**config.mk**
```make
export PLATFORM = sky130hd
export DESIGN_NAME = uart_cfg_regs
export DESIGN_NICKNAME = d
export VERILOG_FILES = /design/src/uart_cfg_pkg.sv /design/src/cfg_bus_decoder.sv /design/src/divisor_reg.sv /design/src/fifo_port_regs.sv /design/src/line_ctrl_regs.sv /design/src/uart_cfg_regs.sv
export SDC_FILE = /design/constraint.sdc
export NUM_CORES = 1
export LEC_CHECK = 0
export BUFFER_PORTS_ARGS = -buffer_cell sky130_fd_sc_hd__buf_2
export CORE_UTILIZATION = 45
export CTS_CLUSTER_DIAMETER = 120
export DETAILED_ROUTE_END_ITERATION = 16
export PLACE_DENSITY = 0.69
export SKIP_LAST_GASP = 1
export SLEW_MARGIN = 10
export SYNTH_ARGS = -nofsm -noshare
export SYNTH_HDL_FRONTEND = slang
export SYNTH_SLANG_ARGS = --single-unit
```
**constraint.sdc**
```tcl
create_clock -name clk_i -period 2.7 [get_ports clk_i]
set_clock_uncertainty 0.1 [all_clocks]
set_input_delay 0.54 -clock clk_i [delete_from_list [all_inputs] [get_ports clk_i]]
set_output_delay 0.54 -clock clk_i [all_outputs]
set_load 0.005 [all_outputs]
```
**src/uart_cfg_pkg.sv**
```systemverilog
/*
 * UART configuration register package
 * Register addresses, field layouts, line-setting encodings and reset defaults
 */
package uart_cfg_pkg;

    // ------------------------------
    // Basic bus types
    // ------------------------------
    typedef logic [7:0]  byte_t;
    typedef logic [15:0] divisor_t;

    // One strobe per register address
    typedef logic [7:0]  reg_wr_t;

    typedef enum logic [2:0] {
        STR_ADDR  = 3'd0,
        LDVR_ADDR = 3'd1,
        UDVR_ADDR = 3'd2,
        FSR_ADDR  = 3'd3,
        CTR_ADDR  = 3'd4,
        ISR_ADDR  = 3'd5,
        RXR_ADDR  = 3'd6,
        TXR_ADDR  = 3'd7
    } cfg_addr_t;

    // ------------------------------
    // Line setting encodings
    // ------------------------------
    typedef enum logic [1:0] {DW_5, DW_6, DW_7, DW_8} data_width_t;
    typedef enum logic [1:0] {PAR_EVEN, PAR_ODD, PAR_NONE, PAR_NONE2} parity_mode_t;
    typedef enum logic [1:0] {SB_1, SB_2, SB_RSVD0, SB_RSVD1} stop_bits_t;

    localparam data_width_t  std_data_width  = DW_8;
    localparam parity_mode_t std_parity_mode = PAR_NONE;
    localparam stop_bits_t   std_stop_bits   = SB_1;

    // Bit 1 is rx enable, bit 0 is tx enable
    localparam logic [1:0] std_comm_mode = 2'b11;

    localparam int threshold_w = 6;

    // ------------------------------
    // Register field layouts
    // ------------------------------
    localparam int str_tx_dsm_bit  = 7;
    localparam int str_rx_dsm_bit  = 6;
    localparam int str_dw_lsb      = 4;
    localparam int str_par_lsb     = 2;
    localparam int str_sb_lsb      = 0;
    localparam byte_t str_reset = {2'b00, std_data_width, std_parity_mode, std_stop_bits};

    localparam int ctr_rx_en_bit   = 4;
    localparam int ctr_tx_en_bit   = 3;
    localparam int ctr_std_cfg_bit = 0;

    localparam int isr_tx_done_bit = 7;
    localparam int isr_rx_rdy_bit  = 6;
    localparam int isr_frame_bit   = 5;
    localparam int isr_parity_bit  = 4;
    localparam int isr_overrun_bit = 3;

    localparam int fsr_tx_full_bit  = 7;
    localparam int fsr_rx_empty_bit = 6;

endpackage : uart_cfg_pkg

```
**src/cfg_bus_decoder.sv**
```systemverilog
/*
 * Register bus decoder
 * Write strobes, RXR read strobe and the read-data multiplexer
 */
`timescale 1ns/1ns

module cfg_bus_decoder import uart_cfg_pkg::*; (
    input  logic      read_i,
    input  logic      write_i,
    input  cfg_addr_t address_i,
    input  byte_t     str_i,
    input  byte_t     ctr_i,
    input  byte_t     isr_i,
    input  byte_t     dvr_lo_i,
    input  byte_t     dvr_hi_i,
    input  byte_t     fsr_i,
    input  byte_t     rxr_i,
    input  byte_t     txr_i,
    output reg_wr_t   wr_en_o,
    output logic      rxr_read_o,
    output byte_t     data_o
);

    // Write wins when both strobes are high
    always_comb begin
        wr_en_o    = '0;
        rxr_read_o = 1'b0;
        data_o     = '0;

        if (write_i) begin
            wr_en_o[address_i] = 1'b1;
        end else if (read_i) begin
            rxr_read_o = (address_i == RXR_ADDR);

            case (address_i)
                STR_ADDR:  data_o = str_i;
                LDVR_ADDR: data_o = dvr_lo_i;
                UDVR_ADDR: data_o = dvr_hi_i;
                FSR_ADDR:  data_o = fsr_i;
                CTR_ADDR:  data_o = ctr_i;
                ISR_ADDR:  data_o = isr_i;
                RXR_ADDR:  data_o = rxr_i;
                TXR_ADDR:  data_o = txr_i;
                default:   data_o = '0;
            endcase
        end
    end

endmodule : cfg_bus_decoder

```
**src/divisor_reg.sv**
```systemverilog
/*
 * Baud divisor register
 * Byte-wide writes, committed to the baud generator as one 16-bit value
 */
`timescale 1ns/1ns

module divisor_reg import uart_cfg_pkg::*; #(
    parameter divisor_t RESET_DIVISOR = 16'd325
) (
    input  logic      clk_i,
    input  logic      rst_n_i,
    input  reg_wr_t   wr_en_i,
    input  byte_t     data_i,
    input  cfg_addr_t address_i,
    input  logic      std_restore_i,
    input  logic      tx_idle_i,
    input  logic      rx_idle_i,
    output byte_t     dvr_lo_o,
    output byte_t     dvr_hi_o,
    output divisor_t  divisor_o,
    output logic      reset_bd_gen_o
);

    byte_t     dvr_lo_q;
    byte_t     dvr_hi_q;
    divisor_t  committed_q;
    cfg_addr_t addr_old_q;
    cfg_addr_t addr_last_q;
    logic      dvr_done;
    logic      both_idle;

    always_ff @(posedge clk_i or negedge rst_n_i) begin
        if (!rst_n_i) begin
            dvr_lo_q <= RESET_DIVISOR[7:0];
            dvr_hi_q <= RESET_DIVISOR[15:8];
        end else if (std_restore_i) begin
            dvr_lo_q <= RESET_DIVISOR[7:0];
            dvr_hi_q <= RESET_DIVISOR[15:8];
        end else begin
            if (wr_en_i[LDVR_ADDR]) begin
                dvr_lo_q <= data_i;
            end
            if (wr_en_i[UDVR_ADDR]) begin
                dvr_hi_q <= data_i;
            end
        end
    end

    // Last two bus addresses with the older one in addr_old_q
    always_ff @(posedge clk_i or negedge rst_n_i) begin
        if (!rst_n_i) begin
            addr_old_q  <= STR_ADDR;
            addr_last_q <= STR_ADDR;
        end else begin
            addr_old_q  <= addr_last_q;
            addr_last_q <= address_i;
        end
    end

    assign dvr_done  = (addr_old_q == LDVR_ADDR) && (addr_last_q == UDVR_ADDR);
    assign both_idle = tx_idle_i & rx_idle_i;

    always_ff @(posedge clk_i or negedge rst_n_i) begin
        if (!rst_n_i) begin
            committed_q <= RESET_DIVISOR;
        end else if (std_restore_i) begin
            committed_q <= RESET_DIVISOR;
        end else if (dvr_done) begin
            committed_q <= {dvr_hi_q, dvr_lo_q};
        end
    end

    assign reset_bd_gen_o = dvr_done & both_idle;
    assign divisor_o      = both_idle ? committed_q : {dvr_hi_q, dvr_lo_q};

    assign dvr_lo_o = dvr_lo_q;
    assign dvr_hi_o = dvr_hi_q;

endmodule : divisor_reg

```
**src/fifo_port_regs.sv**
```systemverilog
/*
 * FIFO-facing registers
 * FSR threshold and status, RXR prefetch and pop, TXR with write pulse
 */
`timescale 1ns/1ns

module fifo_port_regs import uart_cfg_pkg::*; (
    input  logic                   clk_i,
    input  logic                   rst_n_i,
    input  reg_wr_t                wr_en_i,
    input  byte_t                  data_i,
    input  logic                   rxr_read_i,
    input  logic                   tx_fifo_full_i,
    input  logic                   rx_fifo_empty_i,
    input  byte_t                  rx_data_i,
    output byte_t                  fsr_o,
    output byte_t                  rxr_o,
    output byte_t                  txr_o,
    output logic [threshold_w-1:0] rx_fifo_threshold_o,
    output logic                   rx_fifo_read_o,
    output byte_t                  tx_data_o,
    output logic                   tx_fifo_write_o
);

    logic [threshold_w-1:0] threshold_q;
    logic                   tx_full_q;
    logic                   rx_empty_q;
    logic                   rx_empty_prev_q;
    logic                   rx_empty_fall;
    byte_t                  rxr_q;
    byte_t                  txr_q;
    logic                   tx_write_q;

    // ------------------------------
    // FSR
    // ------------------------------
    always_ff @(posedge clk_i or negedge rst_n_i) begin
        if (!rst_n_i) begin
            threshold_q <= '0;
            tx_full_q   <= 1'b0;
            rx_empty_q  <= 1'b1;
        end else begin
            tx_full_q  <= tx_fifo_full_i;
            rx_empty_q <= rx_fifo_empty_i;
            if (wr_en_i[FSR_ADDR]) begin
                threshold_q <= data_i[threshold_w-1:0];
            end
        end
    end

    always_comb begin
        fsr_o                    = '0;
        fsr_o[threshold_w-1:0]   = threshold_q;
        fsr_o[fsr_tx_full_bit]   = tx_full_q;
        fsr_o[fsr_rx_empty_bit]  = rx_empty_q;
    end

    assign rx_fifo_threshold_o = threshold_q;

    // ------------------------------
    // RXR
    // ------------------------------
    always_ff @(posedge clk_i or negedge rst_n_i) begin
        if (!rst_n_i) begin
            rx_empty_prev_q <= 1'b1;
        end else begin
            rx_empty_prev_q <= rx_fifo_empty_i;
        end
    end

    // First word is fetched as soon as the FIFO leaves empty
    assign rx_empty_fall  = rx_empty_prev_q & ~rx_fifo_empty_i;
    assign rx_fifo_read_o = rx_empty_fall | (rxr_read_i & ~rx_fifo_empty_i);

    always_ff @(posedge clk_i) begin
        if (rx_fifo_read_o) begin
            rxr_q <= rx_data_i;
        end
    end

    assign rxr_o = rxr_q;

    // ------------------------------
    // TXR
    // ------------------------------
    always_ff @(posedge clk_i) begin
        if (wr_en_i[TXR_ADDR]) begin
            txr_q <= data_i;
        end
    end

    // Pulse lines up with the registered byte
    always_ff @(posedge clk_i or negedge rst_n_i) begin
        if (!rst_n_i) begin
            tx_write_q <= 1'b0;
        end else begin
            tx_write_q <= wr_en_i[TXR_ADDR];
        end
    end

    assign txr_o           = txr_q;
    assign tx_data_o       = txr_q;
    assign tx_fifo_write_o = tx_write_q;

endmodule : fifo_port_regs

```
**src/line_ctrl_regs.sv**
```systemverilog
/*
 * Line settings, control and interrupt-enable registers
 * Holds STR, CTR and ISR and generates the standard-configuration restore
 */
`timescale 1ns/1ns

module line_ctrl_regs import uart_cfg_pkg::*; (
    input  logic         clk_i,
    input  logic         rst_n_i,
    input  reg_wr_t      wr_en_i,
    input  byte_t        data_i,
    input  logic         set_std_config_i,
    output logic         std_restore_o,
    output byte_t        str_o,
    output byte_t        ctr_o,
    output byte_t        isr_o,
    output logic         tx_dsm_o,
    output logic         rx_dsm_o,
    output data_width_t  data_width_o,
    output parity_mode_t parity_mode_o,
    output stop_bits_t   stop_bits_o,
    output logic         tx_enable_o,
    output logic         rx_enable_o,
    output logic         tx_done_en_o,
    output logic         rx_rdy_en_o,
    output logic         frame_error_en_o,
    output logic         parity_error_en_o,
    output logic         overrun_error_en_o
);

    byte_t      str_q;
    logic [1:0] comm_q;
    logic       std_config_q;
    logic [4:0] int_en_q;

    assign std_restore_o = std_config_q | set_std_config_i;

    // ------------------------------
    // STR and CTR enables
    // ------------------------------
    always_ff @(posedge clk_i or negedge rst_n_i) begin
        if (!rst_n_i) begin
            str_q  <= str_reset;
            comm_q <= std_comm_mode;
        end else if (std_restore_o) begin
            str_q  <= str_reset;
            comm_q <= std_comm_mode;
        end else begin
            if (wr_en_i[STR_ADDR]) begin
                str_q <= data_i;
            end
            if (wr_en_i[CTR_ADDR]) begin
                comm_q <= {data_i[ctr_rx_en_bit], data_i[ctr_tx_en_bit]};
            end
        end
    end

    // Self-clearing bit that is high for a single cycle after the CTR write
    always_ff @(posedge clk_i or negedge rst_n_i) begin
        if (!rst_n_i) begin
            std_config_q <= 1'b0;
        end else if (std_config_q) begin
            std_config_q <= 1'b0;
        end else if (wr_en_i[CTR_ADDR]) begin
            std_config_q <= data_i[ctr_std_cfg_bit];
        end
    end

    // ------------------------------
    // ISR enables
    // ------------------------------
    always_ff @(posedge clk_i or negedge rst_n_i) begin
        if (!rst_n_i) begin
            int_en_q <= '1;
        end else if (wr_en_i[ISR_ADDR]) begin
            int_en_q <= {data_i[isr_tx_done_bit], data_i[isr_rx_rdy_bit],
                         data_i[isr_frame_bit], data_i[isr_parity_bit],
                         data_i[isr_overrun_bit]};
        end
    end

    // Field decode
    assign tx_dsm_o      = str_q[str_tx_dsm_bit];
    assign rx_dsm_o      = str_q[str_rx_dsm_bit];
    assign data_width_o  = data_width_t'(str_q[str_dw_lsb +: 2]);
    assign parity_mode_o = parity_mode_t'(str_q[str_par_lsb +: 2]);
    assign stop_bits_o   = stop_bits_t'(str_q[str_sb_lsb +: 2]);

    assign rx_enable_o = comm_q[1];
    assign tx_enable_o = comm_q[0];

    assign tx_done_en_o       = int_en_q[4];
    assign rx_rdy_en_o        = int_en_q[3];
    assign frame_error_en_o   = int_en_q[2];
    assign parity_error_en_o  = int_en_q[1];
    assign overrun_error_en_o = int_en_q[0];

    // Bus bytes with unused bits reading as zero
    always_comb begin
        str_o = str_q;

        ctr_o                  = '0;
        ctr_o[ctr_rx_en_bit]   = comm_q[1];
        ctr_o[ctr_tx_en_bit]   = comm_q[0];
        ctr_o[ctr_std_cfg_bit] = std_config_q;

        isr_o                  = '0;
        isr_o[isr_tx_done_bit] = int_en_q[4];
        isr_o[isr_rx_rdy_bit]  = int_en_q[3];
        isr_o[isr_frame_bit]   = int_en_q[2];
        isr_o[isr_parity_bit]  = int_en_q[1];
        isr_o[isr_overrun_bit] = int_en_q[0];
    end

endmodule : line_ctrl_regs

```
**src/uart_cfg_regs.sv**
```systemverilog
/*
 * UART configuration register file
 * CPU register bus, line settings, baud divisor and FIFO-facing registers
 */
`timescale 1ns/1ns

module uart_cfg_regs import uart_cfg_pkg::*; #(
    parameter divisor_t RESET_DIVISOR = 16'd325
) (
    input  logic                   clk_i,
    input  logic                   rst_n_i,
    input  logic                   read_i,
    input  logic                   write_i,
    input  cfg_addr_t              address_i,
    input  byte_t                  data_i,
    input  logic                   set_std_config_i,
    input  logic                   tx_idle_i,
    input  logic                   rx_idle_i,
    input  logic                   tx_fifo_full_i,
    input  logic                   rx_fifo_empty_i,
    input  byte_t                  rx_data_i,
    output byte_t                  data_o,
    output logic                   tx_dsm_o,
    output logic                   rx_dsm_o,
    output data_width_t            data_width_o,
    output parity_mode_t           parity_mode_o,
    output stop_bits_t             stop_bits_o,
    output divisor_t               divisor_o,
    output logic                   reset_bd_gen_o,
    output logic [threshold_w-1:0] rx_fifo_threshold_o,
    output logic                   tx_enable_o,
    output logic                   rx_enable_o,
    output logic                   tx_done_en_o,
    output logic                   rx_rdy_en_o,
    output logic                   frame_error_en_o,
    output logic                   parity_error_en_o,
    output logic                   overrun_error_en_o,
    output logic                   rx_fifo_read_o,
    output byte_t                  tx_data_o,
    output logic                   tx_fifo_write_o
);

    reg_wr_t wr_en;
    logic    rxr_read;
    logic    std_restore;

    // Register bytes returned to the read mux
    byte_t   str;
    byte_t   ctr;
    byte_t   isr;
    byte_t   dvr_lo;
    byte_t   dvr_hi;
    byte_t   fsr;
    byte_t   rxr;
    byte_t   txr;

    cfg_bus_decoder u_cfg_bus_decoder (
        .read_i     (read_i),
        .write_i    (write_i),
        .address_i  (address_i),
        .str_i      (str),
        .ctr_i      (ctr),
        .isr_i      (isr),
        .dvr_lo_i   (dvr_lo),
        .dvr_hi_i   (dvr_hi),
        .fsr_i      (fsr),
        .rxr_i      (rxr),
        .txr_i      (txr),
        .wr_en_o    (wr_en),
        .rxr_read_o (rxr_read),
        .data_o     (data_o)
    );

    line_ctrl_regs u_line_ctrl_regs (
        .clk_i              (clk_i),
        .rst_n_i            (rst_n_i),
        .wr_en_i            (wr_en),
        .data_i             (data_i),
        .set_std_config_i   (set_std_config_i),
        .std_restore_o      (std_restore),
        .str_o              (str),
        .ctr_o              (ctr),
        .isr_o              (isr),
        .tx_dsm_o           (tx_dsm_o),
        .rx_dsm_o           (rx_dsm_o),
        .data_width_o       (data_width_o),
        .parity_mode_o      (parity_mode_o),
        .stop_bits_o        (stop_bits_o),
        .tx_enable_o        (tx_enable_o),
        .rx_enable_o        (rx_enable_o),
        .tx_done_en_o       (tx_done_en_o),
        .rx_rdy_en_o        (rx_rdy_en_o),
        .frame_error_en_o   (frame_error_en_o),
        .parity_error_en_o  (parity_error_en_o),
        .overrun_error_en_o (overrun_error_en_o)
    );

    divisor_reg #(
        .RESET_DIVISOR (RESET_DIVISOR)
    ) u_divisor_reg (
        .clk_i          (clk_i),
        .rst_n_i        (rst_n_i),
        .wr_en_i        (wr_en),
        .data_i         (data_i),
        .address_i      (address_i),
        .std_restore_i  (std_restore),
        .tx_idle_i      (tx_idle_i),
        .rx_idle_i      (rx_idle_i),
        .dvr_lo_o       (dvr_lo),
        .dvr_hi_o       (dvr_hi),
        .divisor_o      (divisor_o),
        .reset_bd_gen_o (reset_bd_gen_o)
    );

    fifo_port_regs u_fifo_port_regs (
        .clk_i               (clk_i),
        .rst_n_i             (rst_n_i),
        .wr_en_i             (wr_en),
        .data_i              (data_i),
        .rxr_read_i          (rxr_read),
        .tx_fifo_full_i      (tx_fifo_full_i),
        .rx_fifo_empty_i     (rx_fifo_empty_i),
        .rx_data_i           (rx_data_i),
        .fsr_o               (fsr),
        .rxr_o               (rxr),
        .txr_o               (txr),
        .rx_fifo_threshold_o (rx_fifo_threshold_o),
        .rx_fifo_read_o      (rx_fifo_read_o),
        .tx_data_o           (tx_data_o),
        .tx_fifo_write_o     (tx_fifo_write_o)
    );

endmodule : uart_cfg_regs

```
Word-level counts from Yosys, hierarchy flattened
Cells that the tools add are included.
{ "totals": {"reg_bits": 79, "in_bits": 28, "out_inout_bits": 56, "elab_cells": 62} }
{ "op_classes": {"order_cmp": 2, "n_eq_ne": 9, "muxes": 21, "bitwise_logic": 7, "reduce_logical": 8} }
{ "op_table": {"columns": ["operator", "count"], "rows": [
  ["$mux W8", 9],
  ["$pmux W8 S8", 1],
  ["$mux W16", 3],
  ["$eq A3 B3 Y1 const B", 4],
  ["$reduce_bool A2 Y1", 5],
  ["$eq A3 B2 Y1 const B", 3],
  ["$eq A3 B1 Y1 const B", 2],
  ["$mux W1", 5],
  ["$and A1 B1 Y1", 4],
  ["$lt A3 B4 Y1 const B", 1],
  ["$mux W2", 2],
  ["$demux W1 S3", 1],
  ["$ge A3 B1 Y1 const B", 1],
  ["$logic_not A3 Y1", 1],
  ["$logic_and A1 B1 Y1", 2],
  ["$or A1 B1 Y1", 2],
  ["$not A1 Y1", 1]
]} }

Depth between registers and ports, before layout
Gate-level depths: netlist of the first run.
{ "logic_depth": {"depth_word": 7, "ltp_mapped": 6, "ltp_nobuf": 4} }

By module
From an unflattened synthesis of the first run, not the netlist that was laid out.
{ "hier_totals": {"cells_unflattened": 375, "hier_area_um2": 4310.4} }
{ "by_module_without_submodules": {"columns": ["mod", "instances", "cells_each", "area_each_um2", "seq_area_each_um2"], "rows": [
  ["divisor_reg", 1, 148, 1800.5, 960.9],
  ["fifo_port_regs", 1, 49, 938.4, 706.9],
  ["line_ctrl_regs", 1, 71, 824.5, 412.9],
  ["cfg_bus_decoder", 1, 107, 747.0, 0.0]
]} }

Worst setup path before layout of the first run
No wires, ideal clock.
{ "synth_path": {"path_kind": "input to output", "from": "in read_i", "to": "out rx_fifo_read_o", "arrival_time_ps": 1411, "required_time_ps": 2060, "path_slack_ps": 649, "cell_stages": 4, "path_buffers": 1, "cell_sequence": "nor2b_1 clkbuf_1 a31oi_1 nor2_1"} }
{ "synth_via": {"elab_chain_cells": 4} }
{ "synth_rtl": {"columns": ["element", "line", "source"], "rows": [
  ["from (decl)", "uart_cfg_regs.sv:12", "input logic read_i,"],
  ["$mux W1", "cfg_bus_decoder.sv:32", "end else if (read_i) begin"],
  ["$mux W1", "cfg_bus_decoder.sv:30", "if (write_i) begin"],
  ["$and A1 B1 Y1", "fifo_port_regs.sv:73", "assign rx_fifo_read_o = rx_empty_fall | (rxr_read_i & ~rx_fifo_empty_i);"],
  ["$or A1 B1 Y1", "fifo_port_regs.sv:73", null],
  ["to (decl)", "uart_cfg_regs.sv:38", "output logic rx_fifo_read_o,"]
]} }
Every way passes these cells.

Worst setup path after layout of the first run
{ "layout_path": {"from": "in address_i[0]", "to": "out data_o[2]"} }
{ "layout_via": {"elab_chain_cells": 4, "word_cells_on_any_way": 11, "classes_between": "eq/ne: 7; mux: 3; reduce/logical: 1"} }
{ "layout_rtl": {"columns": ["element", "line", "source"], "rows": [
  ["from (decl)", "uart_cfg_regs.sv:14", "input cfg_addr_t address_i,"],
  ["$eq A3 B3 Y1 (tied with other cells)", "cfg_bus_decoder.sv:35", "case (address_i)"],
  ["$pmux W8 S8 *", "cfg_bus_decoder.sv:35", null],
  ["$mux W8 *", "cfg_bus_decoder.sv:32", null],
  ["$mux W8 *", "cfg_bus_decoder.sv:30", null],
  ["to (decl)", "uart_cfg_regs.sv:22", "output byte_t data_o,"]
]} }
Mark *: on every way between the ends. The rest lies on a longest branch, timed or not.

==> results of run 1 <==
[layer usage]
layer | up-vias | share of wire [%] | GRT usage (%)
li1 | 1333 | - | -
met1 | 1390 | 44 | 31.8
met2 | 104 | 49 | 35.8
met3 | 10 | 5.9 | 5.42
met4 | 0 | 1.2 | 6.92
met5 | - | 0 | 0
[layout by cell type, fill, tap and decap left out, drive strengths merged, types with 3 or more instances in the layout]
cell type and count:
dfstp 19, a22oi 3, edfxtp 16, nor2b 9, mux2 28, o221a 4
buf 92, nand3 13, dfrtp 44, a31oi 3, o21ai 11, nor2 19
mux2i 27, clkbuf 11, o211ai 3, inv 5, nand2 62, a21oi 23
[worst max-delay path by stage]
stage,endpoint,cells after the start
CTS,data_o[2],5
finish,data_o[2],5
detailed placement,data_o[2],5
floorplan,rx_fifo_read_o,4
global placement,data_o[5],6
global route,data_o[1],7
[sequential cells by signal, summed over array words and instances (netlist names)]
name                                  count
u_divisor_reg.committed_q                16
u_fifo_port_regs.rx_fifo_threshold_o      6
u_line_ctrl_regs.std_config_q             1
u_line_ctrl_regs.str_o                    8
u_divisor_reg.dvr_lo_o                    8
u_line_ctrl_regs.comm_q                   2
u_fifo_port_regs.tx_full_q                1
u_line_ctrl_regs.int_en_q                 5
u_divisor_reg.addr_last_q                 3
u_fifo_port_regs.rxr_o                    8
u_fifo_port_regs.rx_empty_q               1
u_fifo_port_regs.tx_fifo_write_o          1
u_fifo_port_regs.tx_data_o                8
u_divisor_reg.addr_old_q                  3
u_divisor_reg.dvr_hi_o                    8
[report_power, final]
group          switching (uW)  leakage (uW)  internal [uW]  total (uW)
Sequential               47.6      0.000932           1300        1340
Combinational             165       0.00105            137         302
Clock                     453      0.000110            485         938
[cell families (layout without fill, tap and decap cells)]
| logic type | count (synthesis) | count (layout) | synth area share, % |
|---|---|---|---|
| simple gates | 118 | 118 | 15.0 |
| flops | 79 | 79 | 55.9 |
| mux | 56 | 56 | 16.3 |
| compound gates | 54 | 54 | 9.11 |
| buf+inv | 22 | 111 | 3.67 |
[worst max-delay path, delay by kind of cell]
family          cells  cell delay [ns]
simple gates        1             0.57
buf+inv             2             0.40
compound gates      2             0.32
[stage by stage]
step | power (uW) | utilization (%) | setup slack [ns] | hold WS (ns) | cells
2_1_floorplan | 1520 | - | 0.649 | 0.144 | 329
3_3_place_gp | 1660 | 53.6 | 0.258 | 0.283 | 504
3_5_place_dp | 1670 | 53.6 | 0.231 | 0.290 | 504
4_1_cts | 2600 | 56.3 | 0.227 | 0.191 | 520
5_1_grt | 2690 | 56.3 | 0.0682 | 0.183 | 520
6_report | 2580 | 56.3 | 0.211 | 0.193 | 520
[final cells by class]
class | instances | area, sq um
fillers | 696 | 3430
well taps | 102 | 128
repair buffers | 92 | 483
multi-input cells | 228 | 1500
clock buffers | 11 | 151
inverters | 3 | 11.3
flip-flops and latches | 79 | 2080
clock inverters | 5 | 62.6
==> impl_results.md, run 1 <==
* YS warnings at 0
* CP Launch Type: input pin
* Vias in the first global route at 2,771
* Placer congestion estimate at 0.925
* Sum Neg Setup Slack at 0 ns
* IO Pins at 84
* First-pass GRT wire length at 14,800 um
* Hold path cells at 1
* Top cells by count, synth: nand2_1 (62), dfrtp_1 (44), mux2_2 (28)
* Worst vdd ir at 352 uV
* Average size of a mapped cell at 11.3 sq um
* Ys async rst share at 79.7%
* DRC violations left at 0
* Worst min path class: in -> reg
* Share of cells above drive strength 1 at 39.5%
* Clk Latency, worst-skew pair at 0.36 ns
* Power Dens Cells at 585 nW/um^2
* FF-to-FF Start: u_divisor_reg.addr_last_q[1]
* Crit Path Max Fanout at 29
* Detail Placement HPWL at 6590 um
* Pin count of the biggest net entering global routing at 64
* # rows at 32
* Die Wd at 92.9 um
* Synth-to-Final Area Change at 18.8%
* Seq/Total Area, Yosys at 55.9%
* Post-CTS Setup Bufs at 0
* Min-Delay Endpoint: u_fifo_port_regs.rx_empty_q
* Vias at 2,837
* Worst Tran Pin Value at 0.804 ns
* CP arrival at 1.85 ns
* Most frequent cell after synthesis: nand2_1
* Max-Slew Margin vs Limit at 46.4%
* DRT iter0 DRCs at 189
* Critical Path RT at 2.06 ns
* Reg2Reg Depth at 5
* Total Nets Final at 441
* Total of max-cap violations at 0
* Fin. max-slew vios at 0
* Post_cts resized at 0
* CP max stage delay at 0.57 ns
* Setup Crit Path Kind: in -> out
* CTS sink cnt at 79
* Netlist cell types at 40
* CTS buffer count at 9
* EDFF count, synth at 16
* HP Start: rx_fifo_empty_i
* CP cell instances: buf_2 > or3_1 > o21ai_0 > a21oi_1 > buf_2
* Core Area at 7850 sq um
* Share of the synthesized area in the top cell type at 29.6%
* Synthesis-stage register bit count at 79
* First-pass DRT Iterations at 6
* Synth Instances at 329
* Flop2flop setup slack at 1.17 ns
* Placed cell areas at 4210 sq um
* Critical path launch point: address_i[0]
* Total gr overflow at 0
* Syn Nets at 357
* CTS Buffer Depth at 2
* Final setup viols at 0
* Slowest cell on the critical path: or3_1
* Root buffer cell: clkbuf_8
* Routed Antenna Nets at 0
* Synth Cell Area at 3720 sq um
* Prevailing post-synth register cell: dfrtp_1
* Final Instance Area at 4420 sq um
* Fmax at 402 MHz
* CTS Hold Bufs at 0
* H-tree depth at 3
* Crit end category: output port
* Synth area leaders: dfrtp_1 (30%), dfstp_2 (13%), edfxtp_1 (13%), mux2_2 (8.5%), mux2i_1 (7.3%)
* Cell taking the most area after synthesis: dfrtp_1
* Port bufs at 83
* Period minus WS final at 2.49 ns
* Reg2reg end: u_divisor_reg.committed_q[11]
* Total wire length at 9260 um
* Fin. Hold Viols at 0
* Initial core utilization at 47.4%
* Overall Global Routing Usage at 22.9%
* Via density per instance at 5.46
* Static leakage at 0.00210 uW
* # diodes at 0
* Worst-path clk slew at 0.08 ns
* Crit share post-route at 92.2%
* RSZ-0062 raised after global routing: false
* DIE AREA at 8640 sq um
* CTS tree: built
* DR WL/cell at 17.8 um
* CP most frequent cell: buf_2
* Die Y at 92.9 um
* Status: finished, final reports clean
* Initial antenna violation count at 0
Power figures use the tool's default switching activity.
==> run 2, diff against run 1 <==
Settings changed: ABC_AREA set to 1, CORE_MARGIN set to 8.
==> run 2 against run 1 <==
Hold slack worse by 0.096 ns. Highest routed layer unchanged. Worst setup slack improved by 0.12 ns. Final cell count increased by 19%. Critical path type unchanged. Sequential share of layout area fell by 2.0 points. Utilization shrank 2.1 points. Via count is 17% higher. First-iteration DRC count rose by 25%. Final area is 4.4% higher. Largest power group unchanged. Routed wire length grew 16%. Die area increased by 37%. Flip-flop and latch count unchanged. Global-route usage down 4.0 points.
==> impl_results.md, run 2 <==
* Routed Antenna Nets at 0 (unchanged)
* Port bufs at 83 (unchanged)
* Setup Crit Path Kind: in -> out (unchanged)
* Netlist cell types at 31 (was 40)
* Largest register FFs at 16 (unchanged)
* CTS Hold Bufs at 0 (unchanged)
* Fillers at 799 (was 696)
* Overall Global Routing Usage at 18.9% (was 22.9%)
* Reg with most FFs: u_divisor_reg.committed_q (unchanged)
* Most common cell after layout, fill and taps aside: buf_2 (unchanged)
* Synth Instances at 427 (was 329)
* Fin. max-slew vios at 0 (unchanged)
* IO Pins at 84 (unchanged)
* Ys async rst share at 79.7% (unchanged)
* Initial antenna violation count at 0 (unchanged)
* Flop2flop setup slack at 1.15 ns (was 1.17 ns)
* Top cells by count, synth: nand2_1 (76), nor2_1 (52), o21ai_0 (49) (was nand2_1 (62), dfrtp_1 (44), mux2_2 (28))
* Initial core utilization at 45.5% (was 47.4%)
* CP Launch Type: input pin (unchanged)
* Synthesis-stage register bit count at 79 (unchanged)
* Prevailing post-synth register cell: dfrtp_1 (unchanged)
* Crit end category: output port (unchanged)
* Synth area leaders: dfrtp_1 (28%), dfstp_2 (13%), edfxtp_1 (12%), nand2_1 (7.4%), o21ai_0 (6.3%) (was dfrtp_1 (30%), dfstp_2 (13%), edfxtp_1 (13%), mux2_2 (8.5%), mux2i_1 (7.3%))
* DIE AREA at 11,800 sq um (was 8640 sq um)
* Synth-to-Final Area Change at 19.3% (was 18.8%)
* RSZ-0062 raised after global routing: false (unchanged)
* Final setup viols at 0 (unchanged)
* # rows at 34 (was 32)
* Seq/Total Area, Yosys at 53.8% (was 55.9%)
* Die Wd at 109 um (was 92.9 um)
* Die Y at 109 um (was 92.9 um)
* Most frequent cells in the layout: buf_2 (83), nand2_1 (76), nor2_1 (51) (was buf_2 (83), nand2_1 (62), dfrtp_1 (44))
* Max-Slew Margin vs Limit at 57.6% (was 46.4%)
* Critical Path RT at 2.06 ns (about the same)
* Post-CTS Setup Bufs at 0 (unchanged)
* CTS Buffer Depth at 2 (unchanged)
* Root buffer cell: clkbuf_8 (unchanged)
* CTS sink cnt at 79 (unchanged)
* Synth Cell Area at 3870 sq um (was 3720 sq um)
* Total of max-cap violations at 0 (unchanged)
* Syn Nets at 455 (was 357)
* Core Area at 8510 sq um (was 7850 sq um)
* Average size of a mapped cell at 9.06 sq um (was 11.3 sq um)
* Cell taking the most area after synthesis: dfrtp_1 (unchanged)
* Vias in the first global route at 3,263 (was 2,771)
* Post_cts resized at 0 (unchanged)
* Worst Tran Pin Value at 0.636 ns (was 0.804 ns)
* Status: finished, final reports clean (unchanged)
* Via density per instance at 5.33 (was 5.46)
* # diodes at 0 (unchanged)
* Pin count of the biggest net entering global routing at 39 (was 64)
* First-pass DRT Iterations at 5 (was 6)
* Power Total at 2760 uW (was 2580 uW)
* Sum Neg Setup Slack at 0 ns (unchanged)
* Non-Filler Instances at 621 (was 520)
* Vias at 3,312 (was 2,837)
* Total wire length at 10,700 um (was 9260 um)
* Power Dens Cells at 597 nW/um^2 (was 585 nW/um^2)
* H-tree depth at 3 (unchanged)
* Period minus WS final at 2.37 ns (was 2.49 ns)
* Placer congestion estimate at 0.892 (was 0.925)
* DRT iter0 DRCs at 237 (was 189)
* CTS tree: built (unchanged)
* DRC violations left at 0 (unchanged)
* Static leakage at 0.00224 uW (was 0.00210 uW)
* First-pass GRT wire length at 17,300 um (was 14,800 um)
* Clk Latency, worst-skew pair at 0.36 ns (about the same)
* Crit Path Max Fanout at 17 (was 29)
* Share of cells above drive strength 1 at 30.2% (was 39.5%)
* YS warnings at 0 (unchanged)
* Fin. Hold Viols at 0 (unchanged)
* Fmax at 423 MHz (was 402 MHz)
* Most frequent cell after synthesis: nand2_1 (unchanged)
* DR WL/cell at 17.3 um (was 17.8 um)
* Worst vdd ir at 430 uV (was 352 uV)
* Worst-path clk slew at 0.08 ns (about the same)
* CP arrival at 1.73 ns (was 1.85 ns)
* Total gr overflow at 0 (unchanged)
* EDFF count, synth at 16 (unchanged)
* Worst min path class: in -> async (was in -> reg)
* Total Nets Final at 537 (was 441)
* Detail Placement HPWL at 8010 um (was 6590 um)
* Crit share post-route at 87.6% (was 92.2%)
* CTS buffer count at 9 (unchanged)
* Share of the synthesized area in the top cell type at 28.5% (was 29.6%)
* Dpl cells at 606 (was 504)
==> run 2: changes by cell type after synthesis, sizes merged, moves of 16 or more <==
| cell | delta |
|---|---|
| o21ai | +49 |
| nand4 | +27 |
| mux2i | -27 |
| nor2 | +36 |
| mux2 | -22 |
| nand2 | +16 |
| inv | +40 |
==> run 2: cell type report <==
| cell class | count | area (sq um) | share of cell area, % |
|---|---|---|---|
| inverters | 43 | 166 | 3.61 |
| clock inverters | 2 | 60.1 | 1.30 |
| clock buffers | 13 | 180 | 3.90 |
| flip-flops and latches | 79 | 2080 | 45.1 |
| multi-input cells | 281 | 1450 | 31.4 |
| well taps | 108 | 135 | 2.93 |
| repair buffers | 95 | 543 | 11.8 |
==> run 2: logic make-up after synthesis <==
family | Yosys count | share of synthesized area [%]
and+or+nand+nor | 190 | 23.4
AOI/OAI and AO/OA | 85 | 12.2
DFF | 79 | 53.8
buffers and inverters | 67 | 8.83
muxes | 6 | 1.75
==> run 2: power by group <==
part           switching, uW  total [uW]  internal, uW
Clock                    426        1050           623
Sequential              47.9        1350          1310
Combinational            223         353           131
==> run 2: worst paths after layout <==
path | startpoint | end | cells after the start
worst min-delay path | rst_n_i | u_fifo_port_regs.rx_fifo_threshold_o[1] | 1
worst max register to register | u_line_ctrl_regs.std_config_q | u_divisor_reg.committed_q[13] | 4
max in group asynchronous | rst_n_i | u_divisor_reg.dvr_hi_o[0] | 2
worst min register to register | u_divisor_reg.addr_last_q[1] | u_divisor_reg.addr_old_q[1] | 0
min in group clk_i | tx_fifo_full_i | u_fifo_port_regs.tx_full_q | 1
worst max-delay path | address_i[2] | data_o[1] | 8
==> run 2: critical path, cell delays in order <==
cell and delay, ns:
buf_2 0.22, buf_12 0.20, nor3_4 0.25, nand2_1 0.12, nand2_1 0.09, nor2_1 0.04
nor2_1 0.12, buf_2 0.13
==> run 2: per-stage QoR <==
stage	worst slack [ns]	area, sq um	hold slack (ns)	utilization (%)
2_1_floorplan	0.557	3870	0.144	-
3_3_place_gp	0.357	4370	0.259	51.4
3_5_place_dp	0.355	4370	0.259	51.4
4_1_cts	0.348	4610	0.118	54.2
5_1_grt	0.237	4610	0.141	54.2
6_report	0.335	4610	0.0971	54.2
==> run 2: per-layer routing <==
| layer | vias up | track usage [%] | part of all wire [%] |
|---|---|---|---|
| li1 | 1600 | - | - |
| met1 | 1549 | 24.5 | 44 |
| met2 | 137 | 29.6 | 47 |
| met3 | 26 | 4.43 | 6.2 |
| met4 | 0 | 8.11 | 2.8 |
| met5 | - | 0 | 0 |
==> run 3, diff against run 2 <==
Settings changed: CORE_MARGIN 8 to 4, CORE_UTILIZATION 45 to 25, PLACE_DENSITY 0.69 to 0.44.
==> run 3 against run 2 <==
Non-clock buffer count grew 6. Register-to-register slack lost 0.03 ns. Final cell count grew 14%. Flip-flop and latch count is the same. Final area grew 4.1%. Largest cell class unchanged.
==> impl_results.md, run 3 (same netlist as run 2, synthesis figures left out) <==
* Status: finished, final reports clean (unchanged)
* Via density per instance at 4.66 (was 5.33)
* Core Area at 15,200 sq um (was 8510 sq um)
* Max-Slew Margin vs Limit at 60.9% (was 57.6%)
* CTS Buffer Depth at 2 (unchanged)
* CP arrival at 1.81 ns (was 1.73 ns)
* Reg2Reg Depth at 5 (was 4)
* Most common cell after layout, fill and taps aside: buf_2 (unchanged)
* H-tree depth at 3 (unchanged)
* DIE AREA at 17,500 sq um (was 11,800 sq um)
* Synth-to-Final Area Change at 24.2% (was 19.3%)
* Setup Crit Path Kind: in -> out (unchanged)
* Worst min path class: in -> async (unchanged)
* CTS sink cnt at 79 (unchanged)
* Comb pwr share at 12.0% (was 12.8%)
* Total wire length at 12,100 um (was 10,700 um)
* First-pass GRT wire length at 18,700 um (was 17,300 um)
* Post-CTS Setup Bufs at 0 (unchanged)
* DRT iter0 DRCs at 227 (was 237)
* Initial core utilization at 25.4% (was 45.5%)
* Total gr overflow at 0 (unchanged)
* DRC violations left at 0 (unchanged)
* Fin. max-slew vios at 0 (unchanged)
* First-pass DRT Iterations at 5 (unchanged)
* Final Instance Area at 4800 sq um (was 4610 sq um)
* Critical path launch point: address_i[1] (was address_i[2])
* RSZ-0062 raised after global routing: false (unchanged)
* Crit Path Max Fanout at 19 (was 17)
* Fin. Hold Viols at 0 (unchanged)
* Critical Path RT at 2.06 ns (about the same)
* Flop2flop setup slack at 1.12 ns (was 1.15 ns)
* Port bufs at 83 (unchanged)
* CTS Hold Bufs at 0 (unchanged)
* DR WL/cell at 17.2 um (was 17.3 um)
* Power Total at 2990 uW (was 2760 uW)
* Initial antenna violation count at 0 (unchanged)
* # diodes at 0 (unchanged)
* Placer congestion estimate at 0.825 (was 0.892)
* Seq pwr share at 45.5% (was 49.1%)
* Vias at 3,302 (was 3,312)
* Fillers at 1,667 (was 799)
* Placed cell areas at 4490 sq um (was 4370 sq um)
* IO Pins at 84 (unchanged)
* Power Dens Cells at 622 nW/um^2 (was 597 nW/um^2)
* Post_cts resized at 0 (unchanged)
* CTS tree: built (unchanged)
* Total of max-cap violations at 0 (unchanged)
* Largest register FFs at 16 (unchanged)
* Static leakage at 0.00230 uW (was 0.00224 uW)
* Area of the multi-input gates at 1450 sq um (unchanged)
* Pin count of the biggest net entering global routing at 41 (was 39)
* Crit end category: output port (unchanged)
* Reg2reg end: u_divisor_reg.committed_q[4] (was u_divisor_reg.committed_q[13])
* Crit share post-route at 90.6% (was 87.6%)
* Int Power at 2230 uW (was 2060 uW)
* Vias in the first global route at 3,212 (was 3,263)
* CTS buffer count at 9 (unchanged)
* Worst Tran Pin Value at 0.587 ns (was 0.636 ns)
* # rows at 45 (was 34)
* CP Capture Point: data_o[1] (unchanged)
* Final setup viols at 0 (unchanged)
* Routed Antenna Nets at 0 (unchanged)
* Clk Latency, worst-skew pair at 0.34 ns (was 0.36 ns)
* CP Launch Type: input pin (unchanged)
* Sum Neg Setup Slack at 0 ns (unchanged)
* Overall Global Routing Usage at 14.0% (was 18.9%)
* Fmax at 409 MHz (was 423 MHz)
* Root buffer cell: clkbuf_16 (was clkbuf_8)
* Psw at 760 uW (was 697 uW)
* Clock network power share at 42.5% (was 38.1%)
* FF-to-FF Start: u_line_ctrl_regs.std_config_q (unchanged)
* Non-Filler Instances at 708 (was 621)
* Total Nets Final at 543 (was 537)
* Share of cells above drive strength 1 at 31.2% (was 30.2%)
* Worst-path clk slew at 0.06 ns (was 0.08 ns)
* Reg with most FFs: u_divisor_reg.committed_q (unchanged)
* Switching share of total power at 25.4% (was 25.3%)
* Period minus WS final at 2.45 ns (was 2.37 ns)
* Register area at 2080 sq um (unchanged)
* Die Y at 132 um (was 109 um)
* Die Wd at 132 um (was 109 um)
* Worst vdd ir at 284 uV (was 430 uV)
* Detail Placement HPWL at 9370 um (was 8010 um)
* Dpl cells at 692 (was 606)
* Most frequent cells in the layout: buf_2 (83), nand2_1 (76), nor2_1 (51) (unchanged)
run 3: worst min-delay path by stage:
| stage | to | cells after the start | from |
|---|---|---|---|
| final | u_divisor_reg.committed_q[3] | 1 | rst_n_i |
| after global routing | u_divisor_reg.committed_q[3] | 1 | rst_n_i |
| after CTS | u_divisor_reg.committed_q[3] | 1 | rst_n_i |
| after detailed placement | u_divisor_reg.addr_old_q[1] | 0 | u_divisor_reg.addr_last_q[1] |
| after global placement | u_divisor_reg.addr_old_q[2] | 0 | u_divisor_reg.addr_last_q[2] |
| after floorplan | u_divisor_reg.addr_last_q[0] | 0 | rst_n_i |
run 3: per-layer routing:
| metal | share of wire (%) | track usage (%) |
|---|---|---|
| met1 | 48 | 19.6 |
| met4 | 1.3 | 3.93 |
| met5 | 0 | 0 |
| met3 | 5.1 | 4.08 |
| met2 | 46 | 21.2 |
run 3: through the flow:
| step | util [%] | hold WS (ns) | worst slack (ns) |
|---|---|---|---|
| after global placement | 29.6 | 0.261 | 0.246 |
| after floorplan | - | 0.144 | 0.557 |
| final | 31.6 | 0.0944 | 0.255 |
| after global routing | 31.6 | 0.134 | 0.114 |
| after detailed placement | 29.6 | 0.270 | 0.235 |
| after CTS | 31.6 | 0.105 | 0.228 |
run 3: power by group through the flow:
stage          clock network, uW  logic, uW  registers (uW)
6_report                    1270        359            1360
5_1_grt                     1350        404            1370
4_1_cts                     1300        368            1360
3_5_place_dp                   0        367            1380
3_3_place_gp                   0        365            1380
2_1_floorplan                  0        196            1370
run 3: cell type report:
type	instances	share of cell area (%)
clock buffers	13	5.62
well taps	188	4.90
multi-input cells	281	30.2
repair buffers	101	11.7
clock inverters	3	0.833
flip-flops and latches	79	43.3
inverters	43	3.46
run 3: critical path: stages:
cell and delay, ns:
buf_2 0.39, buf_4 0.23, nand3_4 0.11, o21ai_0 0.19, nor2_1 0.06, nor2_1 0.13
buf_2 0.14
